File: src/source/uart_pkg.sv
// Register map, field positions, widths and FSM types shared by all UART modules
`default_nettype none

package uart_pkg;

  // Vector types
  typedef logic [7:0]  reg_addr_t;   // Low byte of the bus address
  typedef logic [31:0] reg_data_t;
  typedef logic [7:0]  byte_t;
  typedef logic [15:0] baud_div_t;   // Clocks per oversample tick

  localparam int FIFO_DEPTH = 16;
  typedef logic [$clog2(FIFO_DEPTH):0] fifo_level_t;

  // Oversampling
  localparam int OVERSAMPLE = 16;
  typedef logic [$clog2(OVERSAMPLE)-1:0] tick_cnt_t;
  localparam tick_cnt_t TICK_MID  = tick_cnt_t'(OVERSAMPLE / 2 - 1);  // Start bit centre
  localparam tick_cnt_t TICK_LAST = tick_cnt_t'(OVERSAMPLE - 1);      // Data/stop centre

  localparam baud_div_t DEFAULT_BAUD_DIV = 16'd27;

  // ----------------------------------------------------------
  // Register map
  // ----------------------------------------------------------
  localparam reg_addr_t ADDR_DATA   = 8'h00;
  localparam reg_addr_t ADDR_STATUS = 8'h04;
  localparam reg_addr_t ADDR_CTRL   = 8'h08;
  localparam reg_addr_t ADDR_BAUD   = 8'h0C;
  localparam reg_addr_t ADDR_ISR    = 8'h10;
  localparam reg_addr_t ADDR_IMR    = 8'h14;
  localparam reg_addr_t ADDR_FCR    = 8'h18;

  localparam reg_data_t READ_DEFAULT = 32'hDEAD_BEEF;

  // Control bits
  localparam int CTRL_TX_EN    = 0;
  localparam int CTRL_RX_EN    = 1;
  localparam int CTRL_STOP2    = 4;
  localparam int CTRL_PAR_ODD  = 6;
  localparam int CTRL_PAR_EN   = 7;
  localparam int CTRL_LOOPBACK = 9;

  // Status bits
  localparam int ST_RX_AVAIL = 0;
  localparam int ST_TX_BUSY  = 4;
  localparam int ST_PAR_ERR  = 6;
  localparam int ST_STOP_ERR = 7;
  localparam int ST_RX_FULL  = 8;
  localparam int ST_TX_FULL  = 9;

  // Interrupt and flush bits
  localparam int ISR_RX_AVAIL = 0;
  localparam int ISR_TX_EMPTY = 1;
  localparam int FCR_TX_FLUSH = 0;
  localparam int FCR_RX_FLUSH = 1;

  typedef enum logic {
    TX_IDLE,
    TX_SEND
  } tx_state_t;

  typedef enum logic [2:0] {
    RX_IDLE,
    RX_START,
    RX_DATA,
    RX_PARITY,
    RX_STOP,
    RX_DONE
  } rx_state_t;

endpackage

`default_nettype wire

File: src/source/uart_fifo.sv
// Byte FIFO with the head always visible, one instance per direction in the UART
`default_nettype none
`timescale 1ns/1ps

module uart_fifo (
  input  logic            clk,
  input  logic            rst_n,
  input  logic            flush,
  input  logic            push,
  input  uart_pkg::byte_t wdata,
  input  logic            pop,
  output uart_pkg::byte_t rdata,
  output logic            full,
  output logic            empty
);
  import uart_pkg::*;

  byte_t                         mem [FIFO_DEPTH];
  logic [$clog2(FIFO_DEPTH)-1:0] wr_ptr;
  logic [$clog2(FIFO_DEPTH)-1:0] rd_ptr;
  fifo_level_t                   level;
  logic                          do_push;
  logic                          do_pop;

  assign full    = (level == fifo_level_t'(FIFO_DEPTH));
  assign empty   = (level == '0);
  assign do_push = push && !full;    // Overflowing writes are lost
  assign do_pop  = pop && !empty;
  assign rdata   = mem[rd_ptr];      // First word falls through

  always_ff @(posedge clk or negedge rst_n) begin
    if (!rst_n) begin
      wr_ptr <= '0;
      rd_ptr <= '0;
      level  <= '0;
    end else if (flush) begin
      wr_ptr <= '0;
      rd_ptr <= '0;
      level  <= '0;
    end else begin
      if (do_push) wr_ptr <= wr_ptr + 1'b1;  // Depth is a power of two, pointers wrap
      if (do_pop) rd_ptr <= rd_ptr + 1'b1;
      case ({do_push, do_pop})
        2'b10:   level <= level + 1'b1;
        2'b01:   level <= level - 1'b1;
        default: ;
      endcase
    end
  end

  always_ff @(posedge clk) begin
    if (do_push) mem[wr_ptr] <= wdata;
  end

endmodule

`default_nettype wire

File: src/source/uart_baud_gen.sv
// Oversample tick generator, restarted by each engine at the start of a frame
`default_nettype none
`timescale 1ns/1ps

module uart_baud_gen (
  input  logic                clk,
  input  logic                rst_n,
  input  logic                run,
  input  uart_pkg::baud_div_t baud_div,
  output logic                tick
);
  import uart_pkg::*;

  baud_div_t cnt;

  always_ff @(posedge clk or negedge rst_n) begin
    if (!rst_n) begin
      cnt  <= '0;
      tick <= 1'b0;
    end else if (!run || baud_div == '0) begin
      // Held in phase until the engine starts, zero divisor stalls
      cnt  <= '0;
      tick <= 1'b0;
    end else if (cnt == baud_div - 1'b1) begin
      cnt  <= '0;
      tick <= 1'b1;
    end else begin
      cnt  <= cnt + 1'b1;
      tick <= 1'b0;
    end
  end

endmodule

`default_nettype wire

File: src/source/uart_tx.sv
// Transmit engine, pulls bytes from the TX FIFO and serialises them onto txd
`default_nettype none
`timescale 1ns/1ps

module uart_tx (
  input  logic            clk,
  input  logic            rst_n,
  input  logic            tx_en,
  input  logic            par_en,
  input  logic            par_odd,
  input  logic            stop2,
  input  logic            fifo_empty,
  input  uart_pkg::byte_t fifo_data,
  output logic            fifo_pop,
  input  logic            tick,
  output logic            run,
  output logic            txd,
  output logic            busy
);
  import uart_pkg::*;

  tx_state_t   state;
  tick_cnt_t   tick_cnt;
  logic [3:0]  bits_left;   // Bit periods left in the frame, current one included
  logic [10:0] shift;
  logic        parity;
  logic        bit_end;

  assign parity  = ^fifo_data ^ par_odd;
  assign bit_end = tick && (tick_cnt == TICK_LAST);
  assign run     = (state == TX_SEND);
  assign busy    = (state != TX_IDLE);

  always_ff @(posedge clk or negedge rst_n) begin
    if (!rst_n) begin
      state     <= TX_IDLE;
      tick_cnt  <= '0;
      bits_left <= '0;
      shift     <= '1;
      txd       <= 1'b1;
      fifo_pop  <= 1'b0;
    end else begin
      fifo_pop <= 1'b0;
      case (state)
        TX_IDLE: begin
          txd      <= 1'b1;
          tick_cnt <= '0;
          if (tx_en && !fifo_empty) begin
            state     <= TX_SEND;
            fifo_pop  <= 1'b1;
            txd       <= 1'b0;                                   // Start bit
            bits_left <= 4'd10 + {3'b000, par_en} + {3'b000, stop2};
            if (par_en) shift <= {2'b11, parity, fifo_data};
            else shift <= {3'b111, fifo_data};
          end
        end

        TX_SEND: begin
          if (tick) tick_cnt <= tick_cnt + 1'b1;  // Wraps to 0 after TICK_LAST
          if (bit_end) begin
            if (bits_left == 4'd1) begin
              // Last stop bit has run its full period
              state <= TX_IDLE;
              txd   <= 1'b1;
            end else begin
              txd       <= shift[0];
              shift     <= {1'b1, shift[10:1]};
              bits_left <= bits_left - 1'b1;
            end
          end
        end

        default: state <= TX_IDLE;
      endcase
    end
  end

endmodule

`default_nettype wire

File: src/source/uart_rx.sv
// Receive engine, oversamples the serial line and pushes each frame's byte into the RX FIFO
`default_nettype none
`timescale 1ns/1ps

module uart_rx (
  input  logic            clk,
  input  logic            rst_n,
  input  logic            rx_en,
  input  logic            par_en,
  input  logic            par_odd,
  input  logic            stop2,
  input  logic            rxd,
  input  logic            tick,
  output logic            run,
  output logic            push,
  output uart_pkg::byte_t data,
  output logic            par_err,
  output logic            stop_err
);
  import uart_pkg::*;

  rx_state_t  state;
  tick_cnt_t  tick_cnt;
  logic [2:0] bit_cnt;
  logic [2:0] rx_sync;      // Two sync stages plus one for edge detection
  logic       line;
  logic       line_prev;
  logic       sample;
  logic       second_stop;
  logic       stop_bad;
  logic       par_bit;
  byte_t      shifter;

  assign line      = rx_sync[1];
  assign line_prev = rx_sync[2];
  assign run       = (state != RX_IDLE);
  assign push      = (state == RX_DONE);
  assign data      = shifter;

  // Centre of the start bit, or of every later bit
  assign sample = tick && (tick_cnt == ((state == RX_START) ? TICK_MID : TICK_LAST));

  always_ff @(posedge clk or negedge rst_n) begin
    if (!rst_n) rx_sync <= 3'b111;  // Line idles high
    else rx_sync <= {rx_sync[1:0], rxd};
  end

  always_ff @(posedge clk or negedge rst_n) begin
    if (!rst_n) tick_cnt <= '0;
    else if (state == RX_IDLE || sample) tick_cnt <= '0;
    else if (tick) tick_cnt <= tick_cnt + 1'b1;
  end

  // ----------------------------------------------------------
  // Frame FSM
  // ----------------------------------------------------------
  always_ff @(posedge clk or negedge rst_n) begin
    if (!rst_n) begin
      state       <= RX_IDLE;
      bit_cnt     <= '0;
      second_stop <= 1'b0;
      stop_bad    <= 1'b0;
      par_err     <= 1'b0;
      stop_err    <= 1'b0;
    end else begin
      case (state)
        RX_IDLE: begin
          if (rx_en && line_prev && !line) state <= RX_START;  // Falling edge
        end

        RX_START: begin
          if (sample) begin
            bit_cnt     <= '0;
            second_stop <= 1'b0;
            state       <= line ? RX_IDLE : RX_DATA;  // High at centre is a glitch
          end
        end

        RX_DATA: begin
          if (sample) begin
            bit_cnt <= bit_cnt + 1'b1;
            if (bit_cnt == 3'd7) state <= par_en ? RX_PARITY : RX_STOP;
          end
        end

        RX_PARITY: begin
          if (sample) state <= RX_STOP;
        end

        RX_STOP: begin
          if (sample) begin
            if (!line) begin
              stop_bad <= 1'b1;        // Frame ends at the bad stop bit
              state    <= RX_DONE;
            end else if (stop2 && !second_stop) begin
              second_stop <= 1'b1;
            end else begin
              stop_bad <= 1'b0;
              state    <= RX_DONE;
            end
          end
        end

        RX_DONE: begin
          // Byte is pushed this cycle, flags follow with it
          par_err  <= par_en && (par_bit != (^shifter ^ par_odd));
          stop_err <= stop_bad;
          state    <= RX_IDLE;
        end

        default: state <= RX_IDLE;
      endcase
    end
  end

  always_ff @(posedge clk) begin
    if (sample && state == RX_DATA) shifter <= {line, shifter[7:1]};  // LSB first
    if (sample && state == RX_PARITY) par_bit <= line;
  end

endmodule

`default_nettype wire

File: src/source/uart_regs.sv
// Register block of the UART, decodes CPU accesses and raises the interrupt
`default_nettype none
`timescale 1ns/1ps

module uart_regs (
  input  logic                clk,
  input  logic                rst_n,
  input  uart_pkg::reg_addr_t reg_addr,
  input  uart_pkg::reg_data_t reg_wdata,
  input  logic                reg_we,
  input  logic                reg_re,
  output uart_pkg::reg_data_t reg_rdata,
  output logic                tx_push,
  output uart_pkg::byte_t     tx_data,
  input  logic                tx_full,
  input  logic                tx_empty,
  output logic                tx_flush,
  output logic                rx_pop,
  input  uart_pkg::byte_t     rx_data,
  input  logic                rx_full,
  input  logic                rx_empty,
  output logic                rx_flush,
  input  logic                tx_busy,
  input  logic                par_err,
  input  logic                stop_err,
  output logic                tx_en,
  output logic                rx_en,
  output logic                par_en,
  output logic                par_odd,
  output logic                stop2,
  output logic                loopback,
  output uart_pkg::baud_div_t baud_div,
  output logic                intr
);
  import uart_pkg::*;

  reg_data_t  ctrl;
  reg_data_t  imr;
  reg_data_t  status;
  logic [1:0] isr;

  assign tx_en    = ctrl[CTRL_TX_EN];
  assign rx_en    = ctrl[CTRL_RX_EN];
  assign stop2    = ctrl[CTRL_STOP2];
  assign par_odd  = ctrl[CTRL_PAR_ODD];
  assign par_en   = ctrl[CTRL_PAR_EN];
  assign loopback = ctrl[CTRL_LOOPBACK];

  assign intr = |(isr & imr[1:0]);

  // ----------------------------------------------------------
  // Writes, strobes and interrupt status
  // ----------------------------------------------------------
  always_ff @(posedge clk or negedge rst_n) begin
    if (!rst_n) begin
      ctrl     <= '0;
      baud_div <= DEFAULT_BAUD_DIV;
      imr      <= '0;
      isr      <= '0;
      tx_push  <= 1'b0;
      rx_pop   <= 1'b0;
      tx_flush <= 1'b0;
      rx_flush <= 1'b0;
    end else begin
      tx_push  <= reg_we && (reg_addr == ADDR_DATA);
      rx_pop   <= reg_re && (reg_addr == ADDR_DATA);  // Pop the head just read
      tx_flush <= reg_we && (reg_addr == ADDR_FCR) && reg_wdata[FCR_TX_FLUSH];
      rx_flush <= reg_we && (reg_addr == ADDR_FCR) && reg_wdata[FCR_RX_FLUSH];
      if (reg_we) begin
        case (reg_addr)
          ADDR_CTRL: ctrl <= reg_wdata;
          ADDR_BAUD: baud_div <= baud_div_t'(reg_wdata);
          ADDR_ISR:  isr <= isr & ~reg_wdata[1:0];      // Write 1 to clear
          ADDR_IMR:  imr <= reg_wdata;
          default:   ;
        endcase
      end
      // Live conditions win over a clear in the same cycle
      if (!rx_empty) isr[ISR_RX_AVAIL] <= 1'b1;
      if (tx_empty) isr[ISR_TX_EMPTY] <= 1'b1;
    end
  end

  always_ff @(posedge clk) begin
    if (reg_we && reg_addr == ADDR_DATA) tx_data <= reg_wdata[7:0];
  end

  // ----------------------------------------------------------
  // Read path
  // ----------------------------------------------------------
  always_comb begin
    status              = '0;
    status[ST_RX_AVAIL] = !rx_empty;
    status[ST_TX_BUSY]  = tx_busy;
    status[ST_PAR_ERR]  = par_err;
    status[ST_STOP_ERR] = stop_err;
    status[ST_RX_FULL]  = rx_full;
    status[ST_TX_FULL]  = tx_full;
  end

  always_comb begin
    case (reg_addr)
      ADDR_DATA:   reg_rdata = reg_data_t'(rx_data);
      ADDR_STATUS: reg_rdata = status;
      ADDR_CTRL:   reg_rdata = ctrl;
      ADDR_BAUD:   reg_rdata = reg_data_t'(baud_div);
      ADDR_ISR:    reg_rdata = reg_data_t'(isr);
      ADDR_IMR:    reg_rdata = imr;
      ADDR_FCR:    reg_rdata = reg_data_t'({rx_flush, tx_flush});
      default:     reg_rdata = READ_DEFAULT;
    endcase
  end

endmodule

`default_nettype wire

File: src/source/uart_top.sv
// UART top level, connects the register block, FIFOs, baud generators and engines
`default_nettype none
`timescale 1ns/1ps

module uart_top (
  input  logic                clk,
  input  logic                rst_n,
  input  logic                uart_rxd,
  output logic                uart_txd,
  input  uart_pkg::reg_data_t reg_addr,
  input  uart_pkg::reg_data_t reg_wdata,
  output uart_pkg::reg_data_t reg_rdata,
  input  logic                reg_we,
  input  logic                reg_re,
  output logic                intr
);
  import uart_pkg::*;

  // TX path
  logic      tx_push, tx_pop, tx_full, tx_empty, tx_flush;
  byte_t     tx_data, tx_head;
  logic      tx_run, tx_tick, tx_busy;
  // RX path
  logic      rx_push, rx_pop, rx_full, rx_empty, rx_flush;
  byte_t     rx_byte, rx_head;
  logic      rx_run, rx_tick, rx_line;
  logic      par_err, stop_err;
  // Control
  logic      tx_en, rx_en, par_en, par_odd, stop2, loopback;
  baud_div_t baud_div;

  assign rx_line = loopback ? uart_txd : uart_rxd;  // Internal loopback

  uart_regs regs (
    .clk      (clk),       .rst_n    (rst_n),
    .reg_addr (reg_addr[7:0]),
    .reg_wdata(reg_wdata), .reg_we   (reg_we),    .reg_re  (reg_re),
    .reg_rdata(reg_rdata),
    .tx_push  (tx_push),   .tx_data  (tx_data),   .tx_full (tx_full),
    .tx_empty (tx_empty),  .tx_flush (tx_flush),
    .rx_pop   (rx_pop),    .rx_data  (rx_head),   .rx_full (rx_full),
    .rx_empty (rx_empty),  .rx_flush (rx_flush),
    .tx_busy  (tx_busy),   .par_err  (par_err),   .stop_err(stop_err),
    .tx_en    (tx_en),     .rx_en    (rx_en),     .par_en  (par_en),
    .par_odd  (par_odd),   .stop2    (stop2),     .loopback(loopback),
    .baud_div (baud_div),  .intr     (intr)
  );

  // ----------------------------------------------------------
  // Transmit side
  // ----------------------------------------------------------
  uart_fifo tx_fifo (
    .clk  (clk),     .rst_n(rst_n),   .flush(tx_flush),
    .push (tx_push), .wdata(tx_data), .pop  (tx_pop),
    .rdata(tx_head), .full (tx_full), .empty(tx_empty)
  );

  uart_baud_gen tx_baud (
    .clk(clk), .rst_n(rst_n), .run(tx_run), .baud_div(baud_div), .tick(tx_tick)
  );

  uart_tx tx (
    .clk       (clk),      .rst_n    (rst_n),    .tx_en  (tx_en),
    .par_en    (par_en),   .par_odd  (par_odd),  .stop2  (stop2),
    .fifo_empty(tx_empty), .fifo_data(tx_head),  .fifo_pop(tx_pop),
    .tick      (tx_tick),  .run      (tx_run),   .txd    (uart_txd),
    .busy      (tx_busy)
  );

  // ----------------------------------------------------------
  // Receive side
  // ----------------------------------------------------------
  uart_baud_gen rx_baud (
    .clk(clk), .rst_n(rst_n), .run(rx_run), .baud_div(baud_div), .tick(rx_tick)
  );

  uart_rx rx (
    .clk    (clk),     .rst_n  (rst_n),   .rx_en   (rx_en),
    .par_en (par_en),  .par_odd(par_odd), .stop2   (stop2),
    .rxd    (rx_line), .tick   (rx_tick), .run     (rx_run),
    .push   (rx_push), .data   (rx_byte), .par_err (par_err),
    .stop_err(stop_err)
  );

  uart_fifo rx_fifo (
    .clk  (clk),     .rst_n(rst_n),   .flush(rx_flush),
    .push (rx_push), .wdata(rx_byte), .pop  (rx_pop),
    .rdata(rx_head), .full (rx_full), .empty(rx_empty)
  );

endmodule

`default_nettype wire

File: config.mk
export PLATFORM = sky130hd
export DESIGN_NAME = uart_top
export DESIGN_NICKNAME = d
export VERILOG_FILES = /design/src/source/uart_pkg.sv /design/src/source/uart_fifo.sv /design/src/source/uart_baud_gen.sv /design/src/source/uart_tx.sv /design/src/source/uart_rx.sv /design/src/source/uart_regs.sv /design/src/source/uart_top.sv
export SDC_FILE = /design/constraint.sdc
export NUM_CORES = 1
export LEC_CHECK = 0
export ABC_AREA = 1
export BUFFER_PORTS_ARGS = -buffer_cell sky130_fd_sc_hd__buf_4
export CAP_MARGIN = 40
export CORE_MARGIN = 2
export CORE_UTILIZATION = 60
export DETAILED_ROUTE_END_ITERATION = 16
export PLACE_DENSITY = 0.87
export SYNTH_ARGS = -nofsm -noshare
export SYNTH_HDL_FRONTEND = slang
export SYNTH_SLANG_ARGS = --single-unit
File: constraint.sdc
create_clock -name clk -period 4.15 [get_ports clk]
set_input_delay 0.6225 -clock clk [delete_from_list [all_inputs] [get_ports clk]]
set_output_delay 0.6225 -clock clk [all_outputs]
set_load 0.05 [all_outputs]
==> run summary <==
Post_cts resized: 0
Slowest cell on the critical path: inv_1
Initial DRC Count: 2,058
Worst path max stage delay: 510 ps
Hpwl dp: 33.0 mm
Vias in the first global route: 15,900
Reg clk slew, reported paths: 70 ps
Period Utilization, post-route: 84.9%
RSZ-0062 raised after global routing: false
Placer Congestion: 0.891
Peak supply drop: 386 uV
Slew @ Worst Pin: 948 ps
TritonRoute pass-1 iters: 6
Worst-skew pair later-pin latency: 570 ps
Max-cap viol count: 0
#FFs+latches synth: 456
Post-synth EDFFs: 273
Cell Chain, Critical Path: inv_1, buf_4, o21ai_0, o221ai_1, nand3_1, nand2_1, a21oi_1, o2111ai_1, buf_4
Cell Area, Synth: 21,000 um^2
Final hold vios: 0
Post-Syn Instances: 2,155
Via count: 16,300
Global route overflow: 0
Root buf cell: clkbuf_16
Post-DR wirelength/cell: 19.2 um
Crit path required time: 3530 ps
Startpoint Class: flop
IO Port Bufs: 78
Final ANT Viol Nets: 0
Seq/Total Area, Yosys: 61.0%
Core footprint: 34,500 um^2
Worst min-delay path class: primary input to async pin
DIE WIDTH: 191 um
Longest Clk Path Bufs: 3
Post-place setup slack: 877 ps
Hold-fix buffers, CTS: 0
Synth Net Count: 2,252
Yosys cell types: 53
Most Frequent Cell on Critical Path: buf_4
Async set-reset flop share out of synthesis: 40.1%
Starting Density: 60.8%
Share of cells above drive strength 1: 10.2%
Crit-path max FO: 18
Die area: 36,500 um^2
Post-layout minimum cycle time: 3520 ps
Warnings, synthesis: 0
Area growth syn-to-layout: 12.2%
Largest net degree at the start of global routing: 106
Ant diodes: 0
Number of I/O pins: 103
Vias per inst: 6.01
TritonCTS clock tree: yes
Final Skew: 21.6 ps
Final Max Slew Viols: 0
Worst setup margin: 628 ps
WL final: 52.1 mm
Register Area: 12,800 um^2
Initial antenna violation count: 1
Post-CTS setup buffer count: 0
Total CTS buffers: 45
Status: finished clean
First-pass GRT wire length: 82.6 mm
Setup Crit Path Kind: flop to output pin
CP Capture Type: output pin
WP data arrival: 2900 ps
Slew headroom: 36.6%
DIE HEIGHT: 191 um
Fill count: 2,338
Worst Hold Margin: 114 ps
Pwr Density: 460 nW/um^2
Mean Syn Cell Area: 9.74 um^2
Drt drc: 0
FP Rows: 68
H-tree Lvls: 2
Leak: 9.98 nW
CTS sink cnt: 456
Final setup vio count: 0
Layout Nets: 2,316
Highest Clock Rate: 0.284 GHz
Setup TNS: 0 ps
Total GRT Usage: 28.9%
Main synth FF type: edfxtp_1
Area of the multi-input gates: 6960 um^2
==> worst paths after layout <==
| path | start | end | slack [ps] | cells after the start |
|---|---|---|---|---|
| worst max-delay path | rx_fifo.rd_ptr[1] | reg_rdata[6] | 630 | 9 |
| worst min-delay path | rst_n | tx_baud.cnt[14] | 110 | 1 |
| worst max register to register | rx_fifo.level[0] | rx_fifo.level[4] | 1030 | 14 |
| worst min register to register | rx.rx_sync[0] | rx.rx_sync[1] | 360 | 0 |
| max in group asynchronous | rst_n | regs.baud_div[3] | 3060 | 2 |
| min in group clk | reg_wdata[4] | regs.tx_data[4] | 260 | 1 |
==> layout make-up <==
type / count / share of cell area [%]
multi-input combinational: 1377 / 29.6
tap: 455 / 2.42
inverter: 240 / 3.83
clock inverter: 20 / 0.861
sequential: 456 / 54.4
clock buffer: 64 / 5.61
timing repair buffer: 99 / 3.37
==> synthesized netlist by cell type (4+ instances only) <==
| cell type | number | share of area [%] |
|---|---|---|
| nand2_1 | 518 | 9.3 |
| edfxtp_1 | 273 | 39 |
| inv_1 | 231 | 4.1 |
| nor2_1 | 218 | 3.9 |
| o21ai_0 | 194 | 4.6 |
| dfrtp_1 | 166 | 20 |
| nand3_1 | 135 | 3.2 |
| clkbuf_1 | 66 | 1.2 |
| xor2_1 | 52 | 2.2 |
| a21oi_1 | 29 | 0.69 |
| o221ai_1 | 27 | 1.1 |
| ha_1 | 26 | 1.5 |
| nor3_1 | 24 | 0.57 |
| dfstp_2 | 17 | 2.1 |
| nand4_1 | 15 | 0.45 |
| o22ai_1 | 15 | 0.45 |
| xnor2_1 | 15 | 0.63 |
| a221o_1 | 11 | 0.52 |
| nand2_2 | 11 | 0.33 |
| a22o_1 | 8 | 0.33 |
| buf_2 | 8 | 0.19 |
| o2111ai_1 | 8 | 0.33 |
| a211oi_1 | 6 | 0.21 |
| nor4_1 | 6 | 0.18 |
| or2_2 | 6 | 0.18 |
| a22oi_1 | 5 | 0.18 |
| buf_1 | 5 | 0.089 |
| clkinv_1 | 5 | 0.089 |
| o211ai_1 | 5 | 0.18 |
| o21a_1 | 5 | 0.18 |
| a221oi_1 | 4 | 0.17 |
| inv_2 | 4 | 0.071 |
| nor2_2 | 4 | 0.12 |
==> metal layers <==
metal | share of wire, % | GRT usage (%) | routed length [um]
met2 | 48 | 47.7 | 25000
met4 | 4.1 | 12.0 | 2160
met5 | 0.015 | 0 | 8
met3 | 9.8 | 5.36 | 5090
met1 | 38 | 38.0 | 19900
==> state kept, by name (all words and copies together) (netlist names), 5 cells and up <==
| register | cells |
|---|---|
| rx_fifo.mem | 128 |
| tx_fifo.mem | 128 |
| regs.ctrl | 32 |
| regs.imr | 32 |
| regs.baud_div | 16 |
| rx_baud.cnt | 16 |
| tx_baud.cnt | 16 |
| tx.shift | 9 |
| regs.tx_data | 8 |
| rx.data | 8 |
| rx_fifo.level | 5 |
| tx_fifo.level | 5 |
==> cells by family after synthesis <==
kind of cell / after synthesis / share of synthesized area, %
adder cells (fa/ha/maj): 28 / 1.74
AND/OR/NAND/NOR: 956 / 19.2
flip-flops: 456 / 61.0
multiplexers: 1 / 0.0477
XOR/XNOR: 69 / 2.95
AO/OA/AOI/OAI: 323 / 9.21
buffers and inverters: 322 / 5.91
==> worst max-delay path, delay by kind of cell, from the launching register on <==
family / cells / cell delay (ps)
buf+inv: 3 / 1100
compound gates: 4 / 590
flops: 1 / 370
simple gates: 2 / 270
==> stage by stage <==
step / util [%] / cells / cell area [um^2] / total power, mW
after floorplan: - / 2155 / 21000 / 6.23
after global placement: 63.6 / 2624 / 22000 / 6.56
after detailed placement: 63.8 / 2627 / 22000 / 6.67
after CTS: 68.2 / 2711 / 23500 / 10.8
after global routing: 68.2 / 2711 / 23500 / 11.2
final: 68.2 / 2711 / 23500 / 10.8
==> power by group <==
part,leakage [nW],switching (mW),total [mW],internal (mW)
Clock,0.755,1.72,4.19,2.47
Combinational,4.34,0.975,1.41,0.430
Sequential,4.89,0.177,5.25,5.08
==> cell usage in the layout (no fill, tap or decap), types with 6 or more instances in the layout <==
cell type,instances
a211oi_1,6
a21oi_1,29
a221o_1,11
a22o_1,8
buf_4,95
clkbuf_1,9
clkbuf_16,47
clkbuf_8,9
clkinv_1,11
clkinv_2,8
dfrtp_1,165
dfstp_2,17
edfxtp_1,273
ha_1,26
inv_1,231
nand2_1,516
nand2_2,13
nand3_1,135
nand4_1,15
nor2_1,218
nor3_1,24
nor4_1,6
o2111ai_1,8
o21ai_0,194
o221ai_1,27
o22ai_1,15
or2_2,6
xnor2_1,15
xor2_1,52
Power figures use the tool's default switching activity.
